### config.mk
export PLATFORM = sky130hd
export DESIGN_NAME = calc_top
export DESIGN_NICKNAME = d
export VERILOG_FILES = /design/src/design/calc_cfg_pkg.sv /design/src/design/calc_types_pkg.sv /design/src/design/job_if.sv /design/src/design/key_entry.sv /design/src/design/job_fifo.sv /design/src/design/shift_add_mult.sv /design/src/design/calc_exec.sv /design/src/design/calc_top.sv
export SDC_FILE = /design/constraint.sdc
export NUM_CORES = 1
export LEC_CHECK = 0
export BUFFER_PORTS_ARGS = -buffer_cell sky130_fd_sc_hd__buf_2
export CORE_MARGIN = 4
export CORE_UTILIZATION = 45
export DETAILED_ROUTE_END_ITERATION = 10
export PLACE_DENSITY = 0.62
export SKIP_CTS_REPAIR_TIMING = 1
export SYNTH_ARGS = -nofsm -noshare
export SYNTH_HDL_FRONTEND = slang
export SYNTH_HIERARCHICAL = 1
export SYNTH_SLANG_ARGS = --single-unit
### constraint.sdc
create_clock -name clk -period 4.35 [get_ports clk]
set_input_delay 0.2175 -clock clk [delete_from_list [all_inputs] [get_ports clk]]
set_output_delay 0.2175 -clock clk [all_outputs]
set_load 0.005 [all_outputs]
### src/design/calc_cfg_pkg.sv
// Sizes and latencies of the calculator datapath
package calc_cfg_pkg;

    // Job queue between key entry and executor
    localparam int JOB_FIFO_DEPTH = 4;             // Entries in the job FIFO
    localparam int JOB_PTR_W      = 2;             // Read and write pointer width
    localparam int JOB_CNT_W      = JOB_PTR_W + 1; // Occupancy counter, holds 0..DEPTH

    // Sequential multiplier
    localparam int MULT_STEPS  = 16;                  // One iteration per multiplier bit
    localparam int MULT_CNT_W  = $clog2(MULT_STEPS);  // Iteration counter width

endpackage

### src/design/calc_types_pkg.sv
// Data types and operator codes shared by entry, queue and executor
package calc_types_pkg;

    // Keypad and operand widths
    typedef logic [3:0]  digit_t;    // One decimal key, 0..9
    typedef logic [15:0] operand_t;  // Unsigned entered operand, wraps mod 2^16

    // Value shown on the display
    typedef logic signed [15:0] result_t;  // Two's complement result

    // One-hot operator select from the keypad
    typedef logic [2:0] op_code_t;

    localparam op_code_t OP_ADD = 3'b001;  // Addition
    localparam op_code_t OP_SUB = 3'b010;  // Subtraction, a minus b
    localparam op_code_t OP_MUL = 3'b100;  // Multiplication, low 16 bits kept

endpackage

### src/design/job_if.sv
`timescale 1ns/1ps

// One calculation job, from producer through queue to consumer
interface job_if;
    import calc_types_pkg::*;

    logic     valid;  // Strobe on the write side, non-empty on the read side
    operand_t a;      // First operand
    operand_t b;      // Second operand
    op_code_t op;     // One-hot operator
    logic     pop;    // Consumer takes the head entry

    // Key entry pushes jobs
    modport source (output valid, a, b, op);

    // FIFO write side
    modport sink_wr (input valid, a, b, op);

    // FIFO read side, show-ahead head
    modport sink_rd (output valid, a, b, op, input pop);

    // Executor pops the head
    modport exec (input valid, a, b, op, output pop);

endinterface

### src/design/key_entry.sv
`timescale 1ns/1ps

module key_entry (
    input  logic                      clk,
    input  logic                      nRST,
    input  calc_types_pkg::digit_t    keypad_input,    // Current key digit
    input  logic                      read_input,      // Take keypad_input this cycle
    input  calc_types_pkg::op_code_t  operator_input,  // One-hot operator key
    input  logic                      equal_input,     // Issue the job
    job_if.source                     job
);
    import calc_types_pkg::*;

    typedef enum logic {
        GET_A,  // Entering first operand
        GET_B   // Entering second operand
    } entry_state_t;

    entry_state_t state;

    operand_t a_acc;   // First operand under entry
    operand_t b_acc;   // Second operand under entry
    op_code_t op_reg;  // Latched operator

    logic op_legal;
    logic issue;

    // Ten times the old value plus the digit, built from two shifts
    function automatic operand_t mul10_add(operand_t value, digit_t digit);
        return (value << 3) + (value << 1) + operand_t'(digit);
    endfunction

    assign op_legal = (operator_input == OP_ADD) ||
                      (operator_input == OP_SUB) ||
                      (operator_input == OP_MUL);

    assign issue = (state == GET_B) && equal_input;  // Equal only counts after an operator

    always_ff @(posedge clk or negedge nRST) begin
        if (!nRST) begin
            state     <= GET_A;
            a_acc     <= '0;
            b_acc     <= '0;
            op_reg    <= OP_ADD;
            job.valid <= 1'b0;
        end else begin
            job.valid <= issue;  // Single-cycle strobe, never refused
            case (state)
                GET_A: begin
                    if (read_input) begin
                        a_acc <= mul10_add(a_acc, keypad_input);
                    end
                    if (op_legal) begin
                        op_reg <= operator_input;  // Illegal codes fall through
                        state  <= GET_B;
                    end
                end
                GET_B: begin
                    if (equal_input) begin
                        // Job is captured below, start over for the next one
                        a_acc <= '0;
                        b_acc <= '0;
                        state <= GET_A;
                    end else if (read_input) begin
                        b_acc <= mul10_add(b_acc, keypad_input);
                    end
                end
                default: state <= GET_A;
            endcase
        end
    end

    // Job payload, valid alongside the strobe
    always_ff @(posedge clk) begin
        if (issue) begin
            job.a  <= a_acc;
            job.b  <= b_acc;
            job.op <= op_reg;
        end
    end

endmodule

### src/design/job_fifo.sv
`timescale 1ns/1ps

module job_fifo (
    input  logic    clk,
    input  logic    nRST,
    job_if.sink_wr  wr,        // Pushes from key entry
    job_if.sink_rd  rd,        // Head to the executor
    output logic    overflow   // One-cycle pulse per dropped job
);
    import calc_cfg_pkg::*;
    import calc_types_pkg::*;

    // Job storage
    operand_t mem_a  [JOB_FIFO_DEPTH];
    operand_t mem_b  [JOB_FIFO_DEPTH];
    op_code_t mem_op [JOB_FIFO_DEPTH];

    logic [JOB_PTR_W-1:0] wr_ptr;
    logic [JOB_PTR_W-1:0] rd_ptr;
    logic [JOB_CNT_W-1:0] count;

    logic full;
    logic do_push;
    logic do_pop;

    assign full    = (count == JOB_CNT_W'(JOB_FIFO_DEPTH));
    assign do_pop  = rd.pop && (count != '0);
    assign do_push = wr.valid && (!full || do_pop);  // Pop frees the slot when full

    // Show-ahead head
    assign rd.valid = (count != '0);
    assign rd.a     = mem_a[rd_ptr];
    assign rd.b     = mem_b[rd_ptr];
    assign rd.op    = mem_op[rd_ptr];

    always_ff @(posedge clk) begin
        if (do_push) begin
            mem_a[wr_ptr]  <= wr.a;
            mem_b[wr_ptr]  <= wr.b;
            mem_op[wr_ptr] <= wr.op;
        end
    end

    always_ff @(posedge clk or negedge nRST) begin
        if (!nRST) begin
            wr_ptr   <= '0;
            rd_ptr   <= '0;
            count    <= '0;
            overflow <= 1'b0;
        end else begin
            overflow <= wr.valid && !do_push;  // Dropped push
            if (do_push) begin
                wr_ptr <= wr_ptr + 1'b1;  // Wraps at depth
            end
            if (do_pop) begin
                rd_ptr <= rd_ptr + 1'b1;
            end
            case ({do_push, do_pop})
                2'b10:   count <= count + 1'b1;
                2'b01:   count <= count - 1'b1;
                default: count <= count;  // Both or neither
            endcase
        end
    end

endmodule

### src/design/shift_add_mult.sv
`timescale 1ns/1ps

module shift_add_mult (
    input  logic                      clk,
    input  logic                      nRST,
    input  logic                      start,         // Load operands, first step
    input  calc_types_pkg::operand_t  multiplicand,
    input  calc_types_pkg::operand_t  multiplier,
    output calc_types_pkg::operand_t  product,       // Low 16 bits of the product
    output logic                      done           // Product ready, one cycle
);
    import calc_cfg_pkg::*;
    import calc_types_pkg::*;

    typedef enum logic {
        M_IDLE,
        M_RUN
    } mult_state_t;

    mult_state_t state;

    logic [MULT_CNT_W-1:0] step;  // Iterations already taken

    operand_t mcand_q;   // Multiplicand, shifted left per step
    operand_t mplier_q;  // Multiplier, shifted right per step
    operand_t acc_q;     // Partial product

    operand_t src_mcand;
    operand_t src_mplier;
    operand_t src_acc;
    logic     advance;

    // First iteration runs on the start edge straight from the inputs
    assign src_mcand  = (state == M_IDLE) ? multiplicand : mcand_q;
    assign src_mplier = (state == M_IDLE) ? multiplier   : mplier_q;
    assign src_acc    = (state == M_IDLE) ? '0           : acc_q;
    assign advance    = (state == M_RUN) || start;

    assign product = acc_q;

    always_ff @(posedge clk) begin
        if (advance) begin
            acc_q    <= src_acc + (src_mplier[0] ? src_mcand : '0);  // Carry out dropped
            mcand_q  <= src_mcand << 1;
            mplier_q <= src_mplier >> 1;
        end
    end

    always_ff @(posedge clk or negedge nRST) begin
        if (!nRST) begin
            state <= M_IDLE;
            step  <= '0;
            done  <= 1'b0;
        end else begin
            done <= 1'b0;
            case (state)
                M_IDLE: begin
                    if (start) begin
                        step  <= MULT_CNT_W'(1);
                        state <= M_RUN;
                    end
                end
                M_RUN: begin
                    step <= step + 1'b1;
                    if (step == MULT_CNT_W'(MULT_STEPS - 1)) begin
                        done  <= 1'b1;  // Last step lands on this edge
                        state <= M_IDLE;
                    end
                end
                default: state <= M_IDLE;
            endcase
        end
    end

endmodule

### src/design/calc_exec.sv
`timescale 1ns/1ps

module calc_exec (
    input  logic                     clk,
    input  logic                     nRST,
    job_if.exec                      job,
    output logic                     complete,        // One cycle per finished job
    output calc_types_pkg::result_t  display_output   // Held until the next result
);
    import calc_types_pkg::*;

    typedef enum logic {
        EX_IDLE,  // Waiting for a job
        EX_MULT   // Multiplier busy
    } exec_state_t;

    exec_state_t state;

    logic     take;        // Head taken this cycle
    logic     mult_start;
    logic     mult_done;
    operand_t mult_product;

    assign take       = (state == EX_IDLE) && job.valid;
    assign job.pop    = take;
    assign mult_start = take && (job.op == OP_MUL);

    shift_add_mult u_mult (
        .clk          (clk),
        .nRST         (nRST),
        .start        (mult_start),
        .multiplicand (job.a),
        .multiplier   (job.b),
        .product      (mult_product),
        .done         (mult_done)
    );

    always_ff @(posedge clk or negedge nRST) begin
        if (!nRST) begin
            state          <= EX_IDLE;
            complete       <= 1'b0;
            display_output <= '0;
        end else begin
            complete <= 1'b0;
            case (state)
                EX_IDLE: begin
                    if (take) begin
                        case (job.op)
                            OP_ADD: begin
                                display_output <= result_t'(job.a + job.b);
                                complete       <= 1'b1;
                            end
                            OP_SUB: begin
                                // Wraps to a negative value when b exceeds a
                                display_output <= result_t'(job.a - job.b);
                                complete       <= 1'b1;
                            end
                            OP_MUL: state <= EX_MULT;  // Multiplier already started
                            default: ;                 // Not produced by key entry
                        endcase
                    end
                end
                EX_MULT: begin
                    if (mult_done) begin
                        display_output <= result_t'(mult_product);
                        complete       <= 1'b1;
                        state          <= EX_IDLE;
                    end
                end
                default: state <= EX_IDLE;
            endcase
        end
    end

endmodule

### src/design/calc_top.sv
`timescale 1ns/1ps

module calc_top (
    input  logic                      clk,
    input  logic                      nRST,
    input  calc_types_pkg::digit_t    keypad_input,    // Decimal key value
    input  logic                      read_input,      // Digit strobe
    input  calc_types_pkg::op_code_t  operator_input,  // One-hot operator key
    input  logic                      equal_input,     // Equal key strobe
    output logic                      complete,        // Result valid pulse
    output calc_types_pkg::result_t   display_output,  // Signed result
    output logic                      overflow         // Job dropped, FIFO full
);

    job_if entry_job ();  // Key entry to FIFO
    job_if fifo_job ();   // FIFO head to executor

    key_entry u_entry (
        .clk            (clk),
        .nRST           (nRST),
        .keypad_input   (keypad_input),
        .read_input     (read_input),
        .operator_input (operator_input),
        .equal_input    (equal_input),
        .job            (entry_job)
    );

    job_fifo u_fifo (
        .clk      (clk),
        .nRST     (nRST),
        .wr       (entry_job),
        .rd       (fifo_job),
        .overflow (overflow)
    );

    calc_exec u_exec (
        .clk            (clk),
        .nRST           (nRST),
        .job            (fifo_job),
        .complete       (complete),
        .display_output (display_output)
    );

endmodule

==> results.cfg <==
[timing]
final-hold-violation-count = 0
fin_worst_skew_ps = 16.4
worstMarginPinSlew_ps = 1130
finalSetupViolCount = 0
rsz0062_at_grt = no
worst_hold_slack_ps = 48.0
slew_headroom_pct = 24.1
period_minus_slack_ps = 4040
fin_tns_setup_ps = 0
max_freq_ghz = 0.247
layout_worst_path_cycle_share_pct = 92.9
slew_viol_final = 0

[finish]
fin_util_pct = 51.2
seq_area_um2 = 8370
diodes = 0
area_delta_synth_final_pct = 11.8
top_regs = u_fifo/mem_a (64), u_fifo/mem_b (64)
multi_input_area_um2 = 5870
n_fill_cell = 2712
nets = 1208
drive_gt1_share_pct = 17.1

[floorplan]
die-area_um2 = 35200
io_pins = 29
core_um2 = 31700
die_x_um = 188
dieHeight_um = 188
start_util_pct = 45.8
rows = 65

[critical_path]
rr_worst_depth = 16
required_ps = 4820
critical-path-top-delay-family = compound AO/OA/AOI/OAI gates
start_kind = flip-flop
path_max_fanout = 12
path_buf_inv = 2
worst_setup_path_end_kind = flip-flop
path_depth = 16
crit_arrival_ps = 4510
criticalPathCategory = flip-flop to flip-flop
cpPeakStageDelay_ps = 570
worstPathCellList = buf_4 -> mux4_2 -> inv_1 -> ha_1 -> nand2_1 -> nor2_1 -> a21oi_1 -> nor2_1 -> xor2_1 -> ha_1 -> and4_1 -> nand2_1 -> o311a_1 -> o21ai_1 -> mux2_4 -> a221oi_2
cp_slowest_cell = dfrtp_4

[yosys]
netlist_area_um2 = 14500
synth_edf_count = 221
syn_area_per_cell_um2 = 13.8
synthFlopType = edfxtp_1
synth.most_common_cell = edfxtp_1
synthDistinctLibCells = 84
yosys_register_bits = 290
netlist.area_leader.share_pct = 45.7
async_reset_ff_share_pct = 23.8
synth_cells = 1049
synth_fp_nets = 1155
ys_seq_area_share_pct = 57.6
synth_commonest_cells = edfxtp_1, ha_1, dfrtp_1, a21oi_1, o21ai_0
yosys_warnings = 6
synth_area_leaders = edfxtp_1, dfrtp_1, ha_1
yosysTopAreaCell = edfxtp_1

[cts]
clockBufferDepth = 3
cts_max_level = 1
cts_root_buf = clkbuf_16
clock_latency_ps = 570
numCtsBuffers = 31
cts_tree = built
cts_sinks = 290
clk_pin_slew_ps = 60

[route]
viasPerCell = 5.64
postRouteAntennaNets = 0
wirelength_um = 29100
drc_errors = 0
drt_iter0_markers = 510
drt_pass1_iterations = 8
wl_per_cell_um = 19.0
vias = 8629

[grt]
grt_max_degree = 48
grt_overflow_total = 0
grt_pass1_wl_um = 47200
gr-usage-all-layers_pct = 16.5
grt_pass1_vias = 8598
antenna_found_initial = 0

[job]
maxCapViolCount = 0

[power]
leakage_nw = 6.39
p_per_area_nw_per_um2 = 844
p_total_mw = 13.7
irDropWorstVdd_mv = 0.383

[placement]
hpwl_um = 20300
gp_congestion = 0.839
io_buffers = 28

[status]
run_status = finished, final reports clean

[min_path]
hp-class = primary input to flip-flop
whs_path_depth = 3
## power by group
part	switching (mW)	leakage, nW	internal, mW	total (mW)
sequential	0.513	2.95	4.02	4.54
clock	1.05	0.490	1.55	2.60
combinational	3.72	2.95	2.86	6.58
total	5.29	6.39	8.43	13.7
## worst min-delay path: stages
cell,delay [ps]
buf_2,90
ha_1,130
a22o_1,120
## final timing paths
kind / slack [ps] / start / to
setup / recovery: 310 / u_fifo/rd_ptr[0]$_DFFE_PN0P_ / u_exec/display_output[14]$_DFFE_PN0P_
hold / removal: 50 / keypad_input[1] / u_entry/a_acc[1]$_DFFE_PN0P_
setup reg to reg: 310 / u_fifo/rd_ptr[0]$_DFFE_PN0P_ / u_exec/display_output[14]$_DFFE_PN0P_
hold reg to reg: 460 / u_entry/a_acc[15]$_DFFE_PN0P_ / u_entry/job.a[15]$_DFFE_PP_
max in group asynchronous: 3180 / nRST / u_fifo/rd_ptr[0]$_DFFE_PN0P_
min in group asynchronous: 110 / nRST / u_exec/display_output[3]$_DFFE_PN0P_
## through the flow
| stage | cells | setup slack [ps] | area (µm²) |
|---|---|---|---|
| CTS | 1519 | 68.9 | 16200 |
| finish | 1529 | 309 | 16200 |
| global route | 1529 | 41.9 | 16200 |
| global placement | 1461 | 197 | 15100 |
| detailed placement | 1461 | 100 | 15100 |
| floorplan | 1049 | 373 | 14500 |
## final cells by class
class	instances	share of cell area [%]
flip-flops and latches	290	51.5
multi-input cells	690	36.1
well taps	402	3.10
repair buffers	53	2.19
inverters	36	0.832
clock buffers	39	4.96
clock inverters	19	1.27
## placed cells by master, fill, tap and decap left out, types with 20 or more instances in the layout
cell         n
a21oi_1     57
a22o_1      21
buf_2       27
buf_4       20
clkbuf_16   31
dfrtp_1     66
edfxtp_1   221
ha_1        88
inv_1       34
mux2_2      28
mux4_2      35
nand2_1     48
nor2_1      39
o21ai_0     50
xnor2_1     37
xor2_1      33
## metal layers
layer	track usage [%]	vias up	share of wire (%)
li1	-	4141	-
met1	23.7	4265	47
met4	3.78	0	2.3
met2	27.0	176	46
met5	0	-	0
met3	2.10	47	3.9
## logic make-up (layout without fill, tap and decap cells)
group | count (synthesis) | count (layout) | synth area share [%]
DFF | 290 | 290 | 57.6
AOI/OAI and AO/OA | 242 | 242 | 11.5
and+or+nand+nor | 211 | 211 | 7.79
adders and majority gates | 95 | 95 | 8.55
muxes | 72 | 72 | 8.29
xor gates and xnor gates | 70 | 70 | 4.22
buffers and inverters | 69 | 147 | 2.04
Note: power is estimated with default switching activity, not from simulation.
